### src/cpu_pkg.sv
`default_nettype none

package cpu_pkg;

    typedef logic [31:0] word_t;     // Data, address or instruction word
    typedef logic [4:0]  reg_addr_t; // Register index

    // Primary opcodes, instr[31:26]
    localparam logic [5:0] OP_RTYPE = 6'h00;
    localparam logic [5:0] OP_JUMP  = 6'h02;
    localparam logic [5:0] OP_ADDI  = 6'h08;
    localparam logic [5:0] OP_ORI   = 6'h0d;
    localparam logic [5:0] OP_LUI   = 6'h0f;
    localparam logic [5:0] OP_LDB   = 6'h24; // Zero-extended byte
    localparam logic [5:0] OP_LDW   = 6'h23;
    localparam logic [5:0] OP_STB   = 6'h28;
    localparam logic [5:0] OP_STW   = 6'h2b;
    localparam logic [5:0] OP_HALT  = 6'h3f;

    // R-type function codes, instr[5:0]
    localparam logic [5:0] FN_MUL = 6'h18; // Low 32 bits of product
    localparam logic [5:0] FN_ADD = 6'h20;
    localparam logic [5:0] FN_SUB = 6'h22;
    localparam logic [5:0] FN_AND = 6'h24;
    localparam logic [5:0] FN_OR  = 6'h25;
    localparam logic [5:0] FN_SLT = 6'h2a;

    typedef struct packed {
        logic regwrite; // WB: write dest_reg
        logic memtoreg; // WB: take load data
        logic memwrite; // MEM: store
        logic memread;  // MEM: load
        logic byteword; // MEM: 1 word, 0 byte
        logic alusrc;   // EX: second operand is imm
        logic is_mult;  // EX: multiply
    } ctrl_t;

    typedef struct packed {
        logic       valid;
        word_t      pc;
        logic [5:0] op_code;
        logic [5:0] funct_code;
        word_t      op_a;     // rs value
        word_t      op_b;     // rt value
        word_t      imm;      // Already extended
        reg_addr_t  dest_reg;
        ctrl_t      ctrl;
    } id_ex_t;

    typedef struct packed {
        logic      valid;
        word_t     result;     // ALU result or byte address
        word_t     store_data;
        reg_addr_t dest_reg;
        ctrl_t     ctrl;
        logic      halt;
    } ex_mem_t;

    typedef struct packed {
        logic      valid;
        reg_addr_t dest_reg;
        logic      regwrite;
        word_t     data;
    } mem_wb_t;

    typedef struct packed {
        logic       valid;
        logic       we;
        word_t      addr;  // Word index, not byte address
        word_t      wdata;
        logic [3:0] be;
    } mem_req_t;

    typedef enum logic [1:0] {
        FETCH_IDLE,
        FETCH_RUN,
        FETCH_HALT
    } fetch_state_t;

endpackage

`default_nettype wire

### src/decode_control.sv
`timescale 1ns/1ps
`default_nettype none

module decode_control import cpu_pkg::*; (
    input  wire logic       clk,
    input  wire logic       rst,
    input  wire logic [5:0] op_code,
    input  wire logic [5:0] funct_code,
    input  wire logic       instr_valid,
    output ctrl_t           ctrl
);

    ctrl_t next;

    always_comb begin
        next = '0;
        case (op_code)
            OP_RTYPE: begin
                next.regwrite = 1'b1;
                next.is_mult  = (funct_code == FN_MUL);
            end
            OP_ADDI, OP_ORI, OP_LUI: begin
                next.regwrite = 1'b1;
                next.alusrc   = 1'b1;
            end
            OP_LDW, OP_LDB: begin
                next.regwrite = 1'b1;
                next.memtoreg = 1'b1;
                next.memread  = 1'b1;
                next.alusrc   = 1'b1;                 // Base plus offset
                next.byteword = (op_code == OP_LDW);
            end
            OP_STW, OP_STB: begin
                next.memwrite = 1'b1;
                next.alusrc   = 1'b1;
                next.byteword = (op_code == OP_STW);
            end
            default: next = '0; // Jump and halt touch no state here
        endcase
    end

    // Registered on the decode boundary, same rule as the stage register
    always_ff @(posedge clk) begin
        if (rst) begin
            ctrl <= '0;
        end else if (instr_valid) begin
            ctrl <= next;
        end else begin
            ctrl.regwrite <= 1'b0; // Bubble must not write anything
            ctrl.memwrite <= 1'b0;
            ctrl.memread  <= 1'b0;
        end
    end

endmodule

`default_nettype wire

### src/decode_stage.sv
`timescale 1ns/1ps
`default_nettype none

module decode_stage import cpu_pkg::*; (
    input  wire logic  clk,
    input  wire logic  rst,
    input  wire word_t instr,
    input  wire word_t instr_pc,
    input  wire logic  instr_valid,
    input  wire word_t rd_data1,
    input  wire word_t rd_data2,
    output reg_addr_t  src_reg1,
    output reg_addr_t  src_reg2,
    output word_t      jump_addr,
    output logic       is_jump,
    output logic       is_halt,
    output id_ex_t     id_ex
);

    logic [5:0] opcode;
    logic [5:0] functcode;
    logic [15:0] imm16;
    reg_addr_t  dst;
    word_t      imm_ext;
    ctrl_t      ctrl;

    // Stage register, ctrl lives in decode_control
    logic       valid_q;
    word_t      pc_q;
    logic [5:0] op_q;
    logic [5:0] fn_q;
    word_t      a_q;
    word_t      b_q;
    word_t      imm_q;
    reg_addr_t  dest_q;

    assign opcode    = instr[31:26];
    assign functcode = instr[5:0];
    assign imm16     = instr[15:0];
    assign src_reg1  = instr[25:21]; // rs
    assign src_reg2  = instr[20:16]; // rt

    // Toward fetch, no clock involved
    assign jump_addr = {instr_pc[31:28], instr[25:0], 2'b00};
    assign is_jump   = instr_valid && (opcode == OP_JUMP);
    assign is_halt   = instr_valid && (opcode == OP_HALT);

    always_comb begin
        case (opcode)
            OP_STW, OP_STB:                         dst = '0;          // Stores write nothing
            OP_ADDI, OP_ORI, OP_LUI, OP_LDW, OP_LDB: dst = instr[20:16]; // rt
            default:                                dst = instr[15:11]; // rd
        endcase
        case (opcode)
            OP_ORI:  imm_ext = {16'h0000, imm16};
            OP_LUI:  imm_ext = {imm16, 16'h0000};
            default: imm_ext = {{16{imm16[15]}}, imm16};
        endcase
    end

    always_ff @(posedge clk) begin
        if (rst) begin
            valid_q <= 1'b0;
        end else begin
            valid_q <= instr_valid; // Bubble clears valid only
        end
        if (instr_valid) begin
            pc_q   <= instr_pc;
            op_q   <= opcode;
            fn_q   <= functcode;
            a_q    <= rd_data1;
            b_q    <= rd_data2;
            imm_q  <= imm_ext;
            dest_q <= dst;
        end
    end

    decode_control u_control (
        .clk        (clk),
        .rst        (rst),
        .op_code    (opcode),
        .funct_code (functcode),
        .instr_valid(instr_valid),
        .ctrl       (ctrl)
    );

    assign id_ex = '{valid: valid_q, pc: pc_q, op_code: op_q, funct_code: fn_q,
                     op_a: a_q, op_b: b_q, imm: imm_q, dest_reg: dest_q, ctrl: ctrl};

endmodule

`default_nettype wire

### config.mk
export PLATFORM = sky130hd
export DESIGN_NAME = decode_stage
export DESIGN_NICKNAME = d
export VERILOG_FILES = /design/src/cpu_pkg.sv /design/src/decode_control.sv /design/src/decode_stage.sv
export SDC_FILE = /design/constraint.sdc
export NUM_CORES = 1
export LEC_CHECK = 0
export BUFFER_PORTS_ARGS = -buffer_cell sky130_fd_sc_hd__buf_4
export CORE_AREA = 2 2 129 131
export CTS_BUF_LIST = sky130_fd_sc_hd__clkbuf_16
export DETAILED_ROUTE_END_ITERATION = 16
export DIE_AREA = 0 0 131 133
export GPL_ROUTABILITY_DRIVEN = 0
export PLACE_DENSITY_LB_ADDON = 0.25
export SYNTH_ARGS = -nofsm -noshare
export SYNTH_HDL_FRONTEND = slang
export SYNTH_SLANG_ARGS = --single-unit
### constraint.sdc
create_clock -name clk -period 1.92 [get_ports clk]
set_clock_uncertainty 0.2 [all_clocks]
set_input_delay 0.576 -clock clk [delete_from_list [all_inputs] [get_ports clk]]
set_output_delay 0.576 -clock clk [all_outputs]
set_load 0.02 [all_outputs]
### Word-level counts from Yosys, hierarchy flattened

Index checks and enable logic that the tools add are counted.

* bits of input ports: 131
* output and inout port bits: 197
* memory bits (writable): 0
* bits in read-only memories: 0
* bits in latches: 0
* bits in registers: 153
* memories kept: 0
* logic and storage cells: 43

* muxes and demuxes: 8
* $lt $le $gt $ge: 0
* shift-type cells: 0
* reductions and logical operators: 9
* equal/unequal tests: 10
* bitwise logic cells: 1
* multipliers: 0
* $add $sub $neg: 0
* div/mod/pow operators: 0

Operator list (number)
* $pmux 32 s2: 1
* $eq 6x6->1 const B: 5
* $eq 6x4->1 const B: 3
* $pmux 5 s2: 1
* $reduce_or 7->1: 1
* $eq 6x2->1 const B: 1
* $eq 6x5->1 const B: 1
* $logic_not 6->1: 1
* $reduce_or 2->1: 3
* $reduce_or 6->1: 1
* $mux 1: 5
* $reduce_or 5->1: 1
* $logic_and 1x1->1: 2
* $pmux 1 s2: 1
* $not 1->1: 1

### Depth between registers and ports, before layout

* word-level depth: 3
* mapped depth: 5
* mapped depth without buffers: 4

### By module

From an unflattened synthesis, not the netlist that was laid out.

* cell total of the unflattened synthesis: 298
* area, all modules: 5517.8 um^2

Modules (own cells, without submodules)
* decode_stage: cells each 254, sequential area each 4374.2 um^2, area each 5141.2 um^2, instances 1
* decode_control: cells each 44, sequential area each 140.1 um^2, area each 376.6 um^2, instances 1

### Least setup slack after synthesis

No wires, ideal clock.

* path type: input -> output
* start: in instr[31]
* end: out is_halt
* arrival: 1634 ps
* slack: -490 ps
* stages: 3
* required time: 1144 ps
* buffers on the path: 1
* path through: clkbuf_1 -> inv_1 -> nor4_1

* word-level cells in the longest chain between the ends: 2

Ends and longest elaborated chain
* from (decl): line decode_stage.sv:7 `input wire word_t instr,`
* $eq 6x6->1: line decode_stage.sv:46 `assign is_halt = instr_valid && (opcode == OP_HALT);`
* $logic_and 1x1->1: line decode_stage.sv:46
* to (decl): line decode_stage.sv:16 `output logic is_halt,`

No other way between the ends.

### Worst setup path in the final report

* start: in instr[29]
* end: out is_jump

* word-level cells in the longest chain between the ends: 2

Ends and longest elaborated chain
* $eq 6x2->1: line decode_stage.sv:45 `assign is_jump = instr_valid && (opcode == OP_JUMP);`
* $logic_and 1x1->1: line decode_stage.sv:45
* to (decl): line decode_stage.sv:15 `output logic is_jump,`

No other way between the ends.

==> flow_metrics.tcl <==
set metrics [dict create \
    coreArea_um2 16170 \
    fp.dieH_um 133 \
    gr-usage-all-layers_pct 16.25 \
    outcome "finished with violations" \
    synthCells 292 \
    dpl-instance-area_um2 7996 \
    cts_hold_buf 0 \
    dpl.hpwl_um 11030 \
    reg2reg_depth 2 \
    ant_nets 0 \
    cp_data_arrival_time_ps 1360 \
    port_buffers 310 \
    drc 0 \
    hold_path.class "in -> reg" \
    most-common-layout-cells "329 x buf_4, 145 x edfxtp_1, 17 x clkbuf_16" \
    rsz0062_at_grt "true" \
    final_core_util_pct 53.66 \
    htreeDepth 4 \
    layout_min_cycle_time_ps 2137 \
    grt_max_degree 77 \
    fin_crit_sh_pct 111.3 \
    cts_made_buffers 17 \
    hold_violations 0 \
    yosys_warnings 0 \
    io_pins 328 \
    ys_ff_latch 153 \
    final.setup.worst_slack_ps -216.8 \
    wl_um 14420 \
    final_common_cell "buf_4" \
    cts_tree "done" \
    drtIter0Drc 216 \
    required_ps 1140 \
    max_freq_mhz 468.0 \
    ys_async_sr_fraction_pct 0 \
    synth_ff_type "edfxtp_1" \
    path_class "in -> out" \
    grt_pass1_wl_um 20640 \
    dieArea_um2 17420 \
    start_util_pct 33.80 \
    detail_route.wl_per_cell_um 17.29 \
    synth_edf_count 145 \
    drtPass1Iterations 6 \
    ir_drop_mv 0.6121 \
    hold_path_depth 1 \
    finalSetupViolations 2 \
    final_area_um2 8678 \
    clk_pin_slew_ps 60 \
    num_rows 47 \
    root_buffer "clkbuf_16" \
    endpoint_kind "output port" \
    syn_avg_cell_area_um2 18.72 \
    violations "negative setup slack" \
    synthDistinctLibCells 34 \
    antenna_found_initial 0 \
    drv_slew 0 \
    vias 3617 \
    cts_sinks 153 \
    clk_latency_ps 410 \
    area_growth_pct 58.75 \
    grt_pass1_vias 3718 \
    viasPerCell 4.337 \
    p_per_area_nw_per_um2 988.2 \
    fillCellCount 1373 \
    p_leak_nw 3.764 \
    diodes 0 \
    drive_gt1_share_pct 62.21 \
    syn_area_um2 5466 \
    hold_slack_ps 137.5 \
    overflow 0 \
    crit_path_max_fanout 2 \
    maxCapViolations 0 \
    worstSetupStartpointType "input port" \
    nNetsFinal 732 \
    die_x_um 131 \
    cts_buffer_depth 2 \
    yosysSeqAreaShare_pct 82.58 \
]
[sequential cells by signal, indices dropped and copies added (netlist names)]
register / cells
b_q: 32
op_q: 6
dest_q: 5
fn_q: 6
imm_q: 32
u_control.ctrl: 7
a_q: 32
pc_q: 32
valid_q: 1
[cells by family (layout without fill, tap and decap cells)]
kind of cell    count (synthesis)  in the layout  synth area share [%]
flops                         153            153                 82.58
buf+inv                        58            379                 7.370
simple gates                   45             45                 5.081
compound gates                 33             33                 4.555
other cells                     1              2               0.06860
xor+xnor                        1              1                0.1602
mux                             1              1                0.1831
[path summary, 6_finish.rpt]
| kind | slack, ps | from | end |
|---|---|---|---|
| hold / removal | 140 | instr_pc[15] | pc_q[15] |
| setup reg to reg | 1120 | u_control.ctrl[0] | u_control.ctrl[0] |
| setup / recovery | -220 | instr[29] | is_jump |
| hold reg to reg | 280 | u_control.ctrl[5] | u_control.ctrl[5] |
[metal layers]
| layer | vias up | track usage [%] | wire [µm] |
|---|---|---|---|
| met5 | - | 0 | 0 |
| met4 | 0 | 7.624 | 442 |
| met3 | 31 | 6.793 | 1583 |
| met2 | 200 | 28.76 | 7581 |
| met1 | 1709 | 16.28 | 4813 |
| li1 | 1677 | - | - |
[stage by stage]
| step | std cells | TNS, ps | setup WS (ps) | total power, W |
|---|---|---|---|---|
| 3_3_place_gp | 797 | -6143 | -220.2 | 0.005336 |
| 3_5_place_dp | 797 | -7247 | -247.9 | 0.005357 |
| 2_1_floorplan | 293 | -1050 | -123.4 | 0.004643 |
| 5_1_grt | 834 | -375.6 | -238.7 | 0.008893 |
| 6_report | 834 | -291.3 | -216.8 | 0.008576 |
| 4_1_cts | 834 | -290.1 | -205.8 | 0.008681 |
[what timing repair did]
| action | in CTS | in global routing |
|---|---|---|
| setup endpoints to repair | 2 | 2 |
| pin swaps | 5 | 2 |
| setup buffers | 5 | 0 |
| hold endpoints to repair | 0 | 0 |
| gates resized for setup | 14 | 2 |
[synthesized netlist by cell type (all sizes together) (4+ instances only)]
master  instances  share of area, %
a21oi           5              0.66
nand2b          4              0.46
edfxtp        145                80
inv             5              0.34
nor3            4              0.37
dfxtp           8               2.9
nor2            5              0.34
a22o            5              0.80
buf            50               6.8
a21o           15               2.1
nand3           5              0.46
nor2b          15               1.7
[worst max-delay path, cell delays in order]
cell	delay (ps)
buf_8	100
nor4_4	300
and4b_2	270
buf_6	120
[layout make-up]
class                      instances  area, µm²  area share, %
tap                              220      275.3          3.172
timing repair buffer             342       2666          30.72
multi-input combinational         82      616.8          7.108
clock buffer                      17      425.4          4.902
sequential                       153       4514          52.02
clock inverter                    15      161.4          1.860
inverter                           5      18.77         0.2163
[power breakdown]
group	switching (W)	internal, W
sequential	0.0000702	0.00394
clock	0.00126	0.00203
combinational	0.000683	0.000597
Power figures use the tool's default switching activity.
