**config.mk**
```make
export PLATFORM = sky130hd
export DESIGN_NAME = mem_arbiter
export DESIGN_NICKNAME = d
export VERILOG_FILES = /design/src/cpu_pkg.sv /design/src/mem_arbiter.sv
export SDC_FILE = /design/constraint.sdc
export NUM_CORES = 1
export LEC_CHECK = 0
export ABC_AREA = 0
export BUFFER_PORTS_ARGS = -buffer_cell sky130_fd_sc_hd__buf_2
export CAP_MARGIN = 0
export CORE_AREA = 2 2 135 137
export DETAILED_ROUTE_END_ITERATION = 10
export DIE_AREA = 0 0 137 139
export PLACE_DENSITY = 0.5
export RECOVER_POWER = 100
export SYNTH_ARGS = -nofsm -noshare
export SYNTH_HDL_FRONTEND = slang
export SYNTH_SLANG_ARGS = --single-unit
```
**constraint.sdc**
```tcl
create_clock -name clk -period 1.4 [get_ports clk]
set_input_delay 0.28 -clock clk [delete_from_list [all_inputs] [get_ports clk]]
set_output_delay 0.28 -clock clk [all_outputs]
set_load 0.03 [all_outputs]
```
**src/cpu_pkg.sv**
```systemverilog
`default_nettype none

package cpu_pkg;

    typedef logic [31:0] word_t;     // Data, address or instruction word
    typedef logic [4:0]  reg_addr_t; // Register index

    // Primary opcodes, instr[31:26]
    localparam logic [5:0] OP_RTYPE = 6'h00;
    localparam logic [5:0] OP_JUMP  = 6'h02;
    localparam logic [5:0] OP_ADDI  = 6'h08;
    localparam logic [5:0] OP_ORI   = 6'h0d;
    localparam logic [5:0] OP_LUI   = 6'h0f;
    localparam logic [5:0] OP_LDB   = 6'h24; // Zero-extended byte
    localparam logic [5:0] OP_LDW   = 6'h23;
    localparam logic [5:0] OP_STB   = 6'h28;
    localparam logic [5:0] OP_STW   = 6'h2b;
    localparam logic [5:0] OP_HALT  = 6'h3f;

    // R-type function codes, instr[5:0]
    localparam logic [5:0] FN_MUL = 6'h18; // Low 32 bits of product
    localparam logic [5:0] FN_ADD = 6'h20;
    localparam logic [5:0] FN_SUB = 6'h22;
    localparam logic [5:0] FN_AND = 6'h24;
    localparam logic [5:0] FN_OR  = 6'h25;
    localparam logic [5:0] FN_SLT = 6'h2a;

    typedef struct packed {
        logic regwrite; // WB: write dest_reg
        logic memtoreg; // WB: take load data
        logic memwrite; // MEM: store
        logic memread;  // MEM: load
        logic byteword; // MEM: 1 word, 0 byte
        logic alusrc;   // EX: second operand is imm
        logic is_mult;  // EX: multiply
    } ctrl_t;

    typedef struct packed {
        logic       valid;
        word_t      pc;
        logic [5:0] op_code;
        logic [5:0] funct_code;
        word_t      op_a;     // rs value
        word_t      op_b;     // rt value
        word_t      imm;      // Already extended
        reg_addr_t  dest_reg;
        ctrl_t      ctrl;
    } id_ex_t;

    typedef struct packed {
        logic      valid;
        word_t     result;     // ALU result or byte address
        word_t     store_data;
        reg_addr_t dest_reg;
        ctrl_t     ctrl;
        logic      halt;
    } ex_mem_t;

    typedef struct packed {
        logic      valid;
        reg_addr_t dest_reg;
        logic      regwrite;
        word_t     data;
    } mem_wb_t;

    typedef struct packed {
        logic       valid;
        logic       we;
        word_t      addr;  // Word index, not byte address
        word_t      wdata;
        logic [3:0] be;
    } mem_req_t;

    typedef enum logic [1:0] {
        FETCH_IDLE,
        FETCH_RUN,
        FETCH_HALT
    } fetch_state_t;

endpackage

`default_nettype wire

```
**src/mem_arbiter.sv**
```systemverilog
`timescale 1ns/1ps
`default_nettype none

module mem_arbiter import cpu_pkg::*; (
    input  wire logic     clk,
    input  wire logic     rst,
    input  wire mem_req_t host_req_i,
    input  wire mem_req_t data_req,
    input  wire mem_req_t fetch_req,
    input  wire word_t    ram_rdata,
    output logic          host_grant,
    output logic          data_grant,
    output logic          fetch_grant,
    output mem_req_t      ram_req,
    output word_t         rdata,
    output logic          host_ack
);

    logic [2:0] owner_q; // One-hot {host, data, fetch} of last cycle's grant

    // Host first, then data, fetch last
    assign host_grant  = host_req_i.valid;
    assign data_grant  = data_req.valid && !host_grant;
    assign fetch_grant = fetch_req.valid && !host_grant && !data_req.valid;

    always_comb begin
        if (host_grant)       ram_req = host_req_i;
        else if (data_grant)  ram_req = data_req;
        else if (fetch_grant) ram_req = fetch_req;
        else                  ram_req = '0; // Idle, valid low
    end

    always_ff @(posedge clk) begin
        if (rst) begin
            owner_q <= '0;
        end else begin
            owner_q <= {host_grant, data_grant, fetch_grant};
        end
    end

    // Read data only while some requester owns the return slot
    assign rdata    = (|owner_q) ? ram_rdata : '0;
    assign host_ack = owner_q[2];

endmodule

`default_nettype wire

```
After elaboration in Yosys (flattened, before gate mapping) --
Index checks and enable logic that the tools add are counted.
Word-level totals: word-level logic and storage cells 11, bits in registers 3
Cells by class: reductions and logical operators 6, muxes and demuxes 4
Operator list (number):
- 2-to-1 mux 70 bit | 3
- 2-to-1 mux 32 bit | 1
- logical AND 1 bit | 3
- OR reduction 3 bit | 1
- zero test 1 bit | 2

Logic depth before layout (Yosys ltp) --
Gate-level depths: netlist of the first run.
depth in word-level cells 6, mapped depth 4, mapped depth without buffers 2

Worst setup path before layout of the first run --
Ideal clock, no wire load.
path type reg-to-output, start point reg owner_q[2], end point out rdata[10], path slack -0.099 ns, required time 1.120 ns, stages on the path, launching flop included 4, data arrival time 1.219 ns, path through dfxtp_1 > nor3_2 > buf_2 > nor2b_1
Between the ends: word-level cells in the longest chain between the ends 2
RTL lines:
- start, declared | line mem_arbiter.sv:19 | logic [2:0] owner_q;
- start signal, assigned | line mem_arbiter.sv:37 | owner_q <= {host_grant, data_grant, fetch_grant};
- OR reduction 3 bit | line mem_arbiter.sv:42 | assign rdata = (|owner_q) ? ram_rdata : '0;
- 2-to-1 mux 32 bit | line mem_arbiter.sv:42
- end, declared | line mem_arbiter.sv:15 | output word_t rdata,
No other way between the ends.

Final worst setup path of the first run --
start point reg owner_q[2], end point out rdata[18]
Same word-level chain as after synthesis.

==> results.json, run 1 <==
{
  "status": "finished with violations",
  "violations": "negative setup slack",
  "reg_top3": "owner_q (3)",
  "netlist-cell-type-count": 16,
  "final_common_cell": "buf_2",
  "ant_nets": 0,
  "groute.usage.overall": 0.116,
  "postPlaceCellArea_mm2": 0.00500,
  "rsz0062_at_grt": "yes",
  "most-common-layout-cells": "buf_2, a21oi_2, buf_4",
  "cap_violations": 0,
  "hold_viol_final": 0,
  "drv_slew": 0,
  "syn_inst": 360,
  "worst_slack_ns": -0.111,
  "area_growth_pct": 99.1,
  "gp_congestion": 0.757,
  "final_cell_area_mm2": 0.00573,
  "portBuffers": 349,
  "start_util": 0.163,
  "endpoint_kind": "primary output",
  "numCtsBuffers": 3,
  "clkSinkCount": 3,
  "cts_tree": "yes",
  "stdcell_count": 967,
  "overflow": 0,
  "hpwl_mm": 10.0,
  "powerDensity_mw_per_mm2": 488,
  "fmax_ghz": 0.662,
  "grt_pass1_wl_mm": 18.1,
  "period_needed_ns": 1.51,
  "synthesis.area_mm2": 0.00288,
  "root_buffer": "clkbuf_16",
  "path_class": "flip-flop to primary output",
  "max-slew-margin-rel": 0.762,
  "ir_drop_v": 0.000270,
  "cts.path.max_buffers": 2,
  "dieArea_mm2": 0.0190,
  "rows": 49,
  "firstDrtPassIters": 4,
  "wire_per_inst_um": 14.4,
  "post-place-cells": 942,
  "die_width_um": 137,
  "coreArea_mm2": 0.0177,
  "largest_register_ffs": 3,
  "die_h_um": 139,
  "syn-num-nets": 604,
  "arrival_ns": 1.23,
  "synth_seq_cells": 3,
  "whs_ns": 0.237,
  "synth.yosys.seq_area_share": 0.0209,
  "synth-warning-count": 0,
  "path_clk_slew_ns": 0.03,
  "start_kind": "flip-flop",
  "largest_register": "owner_q",
  "post-place-ws_ns": -0.126,
  "hold_buffers": 0,
  "grt_pass1_vias": 3808,
  "drc": 0,
  "setup_viol": 33,
  "grt_max_degree": 43,
  "avgSynthCellArea_um2": 7.99,
  "post-route-period-util": 1.08,
  "final_nets": 983,
  "worst-path-max-fanout": 11,
  "hold_path_class": "input port to flip-flop",
  "cts-htree-levels": 1,
  "antenna_found_initial": 0,
  "antenna_cells": 0,
  "vias": 4059,
  "drive_above_1_share": 0.743,
  "vias_per_cell": 4.20,
  "wirelength_mm": 13.9,
  "total_leakage_power_nw": 2.62,
  "drt_iter0_drc": 104,
  "cp.required_ns": 1.12,
  "ios": 350,
  "tightest_slew_ns": 0.359
}
[area by class of cell]
type,instances,area [um^2]
Clock buffer,4,78.8
Fill cell,1916,11900
Multi-Input combinational cell,315,2380
Sequential cell,3,63.8
Tap cell,229,287
Timing Repair Buffer,416,2920
[repair_timing]
item                                    4_1_cts  5_1_grt
endpoints found under the setup margin      103       90
gates cloned                                  3       11
pin swaps                                     2        5
setup buffers                                 0        8
resized for setup                           102       61
[power by group]
part           total, mW  internal, mW  switching [mW]
clock              0.456         0.376          0.0801
sequential        0.0936        0.0904         0.00323
combinational       2.25          1.07            1.18
total               2.80          1.53            1.26
[critical path, stage by stage, from the launching register on]
cell and delay, ns:
dfxtp_2 0.32, nor3_4 0.19, buf_4 0.14, clkbuf_16 0.14, nor2b_1 0.05, buf_4 0.16
[worst paths after layout]
path	startpoint	endpoint	slack (ns)	depth (start not counted)
worst max-delay path	owner_q[2]$_SDFF_PP0_	rdata[18]	-0.11	5
worst min-delay path	rst	owner_q[0]$_SDFF_PP0_	0.24	2
[stage by stage]
| step | power [mW] | setup TNS [ns] | utilization |
|---|---|---|---|
| after floorplan | 1.32 | -2.98 | - |
| after global placement | 2.05 | -3.91 | 0.283 |
| after detailed placement | 2.05 | -4.89 | 0.283 |
| after CTS | 2.70 | -2.61 | 0.308 |
| after global routing | 2.96 | -4.40 | 0.324 |
| final | 2.80 | -2.96 | 0.324 |
[layer usage]
metal / wire, um / track usage
met2: 7460 / 0.245
met5: 0 / 0
met4: 155 / 0.0212
met3: 1230 / 0.0190
met1: 5060 / 0.115
[kinds of logic after synthesis]
group,synth area share
flip-flops,0.0209
AO/OA/AOI/OAI,0.420
AND/OR/NAND/NOR,0.423
buffers and inverters,0.136
[synth_stat cells]
cell type | number | area (um^2)
a21oi_2 | 138 | 1210
nor2b_1 | 95 | 594
nand3b_1 | 69 | 518
clkbuf_1 | 11 | 41.3
and2b_1 | 10 | 75.1
buf_2 | 10 | 50.1
buf_12 | 8 | 160
buf_6 | 5 | 56.3
clkbuf_8 | 3 | 41.3
dfxtp_1 | 3 | 60.1
buf_1 | 2 | 7.51
buf_4 | 2 | 15.0
bufbuf_8 | 1 | 18.8
nor3_2 | 1 | 10.0
nor3b_2 | 1 | 12.5
or3_1 | 1 | 6.26
Power figures use the tool's default switching activity.
==> run 2: changes to the inputs <==
- RECOVER_POWER: 100 -> not set
==> results.json, run 2 (synthesis results as in run 1) <==
{
  "status": "finished with violations",
  "violations": "negative setup slack",
  "cap_violations": 0,
  "cp.required_ns": 1.12,
  "ant_nets": 0,
  "arrival_ns": 1.23,
  "cts_tree": "yes",
  "endpoint_kind": "primary output",
  "finalSetupTns_ns": -2.95,
  "total_leakage_power_nw": 2.67,
  "grt_pass1_wl_mm": 18.1,
  "firstDrtPassIters": 4,
  "vias_per_cell": 4.17,
  "groute.usage.overall": 0.116,
  "rows": 49,
  "reg_top3": "owner_q (3)",
  "worst-path-max-fanout": 11,
  "fmax_ghz": 0.662,
  "die_width_um": 137,
  "post-route-period-util": 1.08,
  "post-place-cells": 942,
  "hold_buffers": 0,
  "powerDensity_mw_per_mm2": 486,
  "worstHoldStart": "rst",
  "start_util": 0.163,
  "overflow": 0,
  "area_growth_pct": 104,
  "hpwl_mm": 10.0,
  "largest_register_ffs": 3,
  "numCtsBuffers": 3,
  "hold_viol_final": 0,
  "cts.path.max_buffers": 2,
  "grt_max_degree": 43,
  "wirelength_mm": 13.9,
  "most-common-layout-cells": "buf_2, a21oi_2, buf_4",
  "clkSinkCount": 3,
  "largest_register": "owner_q",
  "start_kind": "flip-flop",
  "final_cell_area_mm2": 0.00587,
  "wire_per_inst_um": 14.3,
  "antenna_cells": 0,
  "power_mw": 2.85,
  "postPlaceCellArea_mm2": 0.00500,
  "root_buffer": "clkbuf_16",
  "final_common_cell": "buf_2",
  "post-place-ws_ns": -0.126,
  "coreArea_mm2": 0.0177,
  "ir_drop_v": 0.000270,
  "dieArea_mm2": 0.0190,
  "portBuffers": 349,
  "tightest_slew_ns": 0.227,
  "drc": 0,
  "drt_iter0_drc": 128,
  "stdcell_count": 967,
  "die_h_um": 139,
  "worstHoldEndpoint": "owner_q[0]$_SDFF_PP0_",
  "worst_slack_ns": -0.111,
  "utilization": 0.333,
  "cts-htree-levels": 1,
  "max-slew-margin-rel": 0.850,
  "gp_congestion": 0.757,
  "final_nets": 983,
  "drv_slew": 0,
  "grt_pass1_vias": 3808,
  "setup_viol": 32,
  "hold_path_class": "input port to flip-flop",
  "path_class": "flip-flop to primary output",
  "whs_ns": 0.237,
  "period_needed_ns": 1.51,
  "path_clk_slew_ns": 0.03,
  "vias": 4030,
  "ios": 350,
  "holdPathStages": 2,
  "drive_above_1_share": 0.766,
  "antenna_found_initial": 0,
  "rsz0062_at_grt": "yes"
}
-- run 2: cell types whose count changed in the layout (fill, tap and decap cells not counted), moves of 2 or more --
cell / before / now
a21oi_1: 15 / 0
a21oi_2: 123 / 138
buf_12: 9 / 12
buf_4: 114 / 117
buf_6: 19 / 21
buf_8: 4 / 2
clkbuf_16: 10 / 12
clkbuf_2: 2 / 0
clkbuf_4: 7 / 1
-- run 2: how the worst max path moves through the flow --
stage | from | endpoint | slack [ns] | cells past startpoint
6_report | owner_q[2]$_SDFF_PP0_ | rdata[18] | -0.11 | 5
5_1_grt | owner_q[2]$_SDFF_PP0_ | rdata[4] | -0.14 | 5
4_1_cts | owner_q[1]$_SDFF_PP0_ | rdata[29] | -0.10 | 4
3_5_place_dp | host_req_i[69] | ram_req[16] | -0.13 | 5
3_3_place_gp | host_req_i[69] | ram_req[6] | -0.09 | 5
2_1_floorplan | owner_q[2]$_SDFF_PP0_ | rdata[10] | -0.1 | 3
-- run 2: power breakdown --
part | total, mW | internal, mW | switching, mW
Clock | 0.456 | 0.376 | 0.0800
Sequential | 0.0936 | 0.0904 | 0.00323
Combinational | 2.30 | 1.11 | 1.20
-- run 2: per-layer routing --
layer  up-vias  GRT usage  part of all wire  routed length (um)
met5         -          0                 0                   0
met4         0     0.0212            0.0095                 132
met3        11     0.0190             0.087                1200
met2       217      0.245              0.54                7480
met1      1790      0.115              0.36                5040
li1       2012          -                 -                   -
-- run 2: worst max-delay path: stages, from the launching register on --
cell and delay, ns:
dfxtp_2 0.32, nor3_4 0.19, buf_4 0.14, clkbuf_16 0.14
nor2b_1 0.05, buf_4 0.16
-- run 2: what timing repair did --
item                                    4_1_cts  5_1_grt
endpoints found under the setup margin      103       90
resized for setup                           102       61
gates cloned                                  3       11
pin swaps                                     2        5
setup buffers                                 0        8
-- run 2: layout make-up --
cell class / count / area (um^2)
timing repair buffer: 416 / 3000
tap: 229 / 287
sequential: 3 / 63.8
multi-input combinational: 315 / 2440
fill: 1884 / 11800
clock buffer: 4 / 78.8
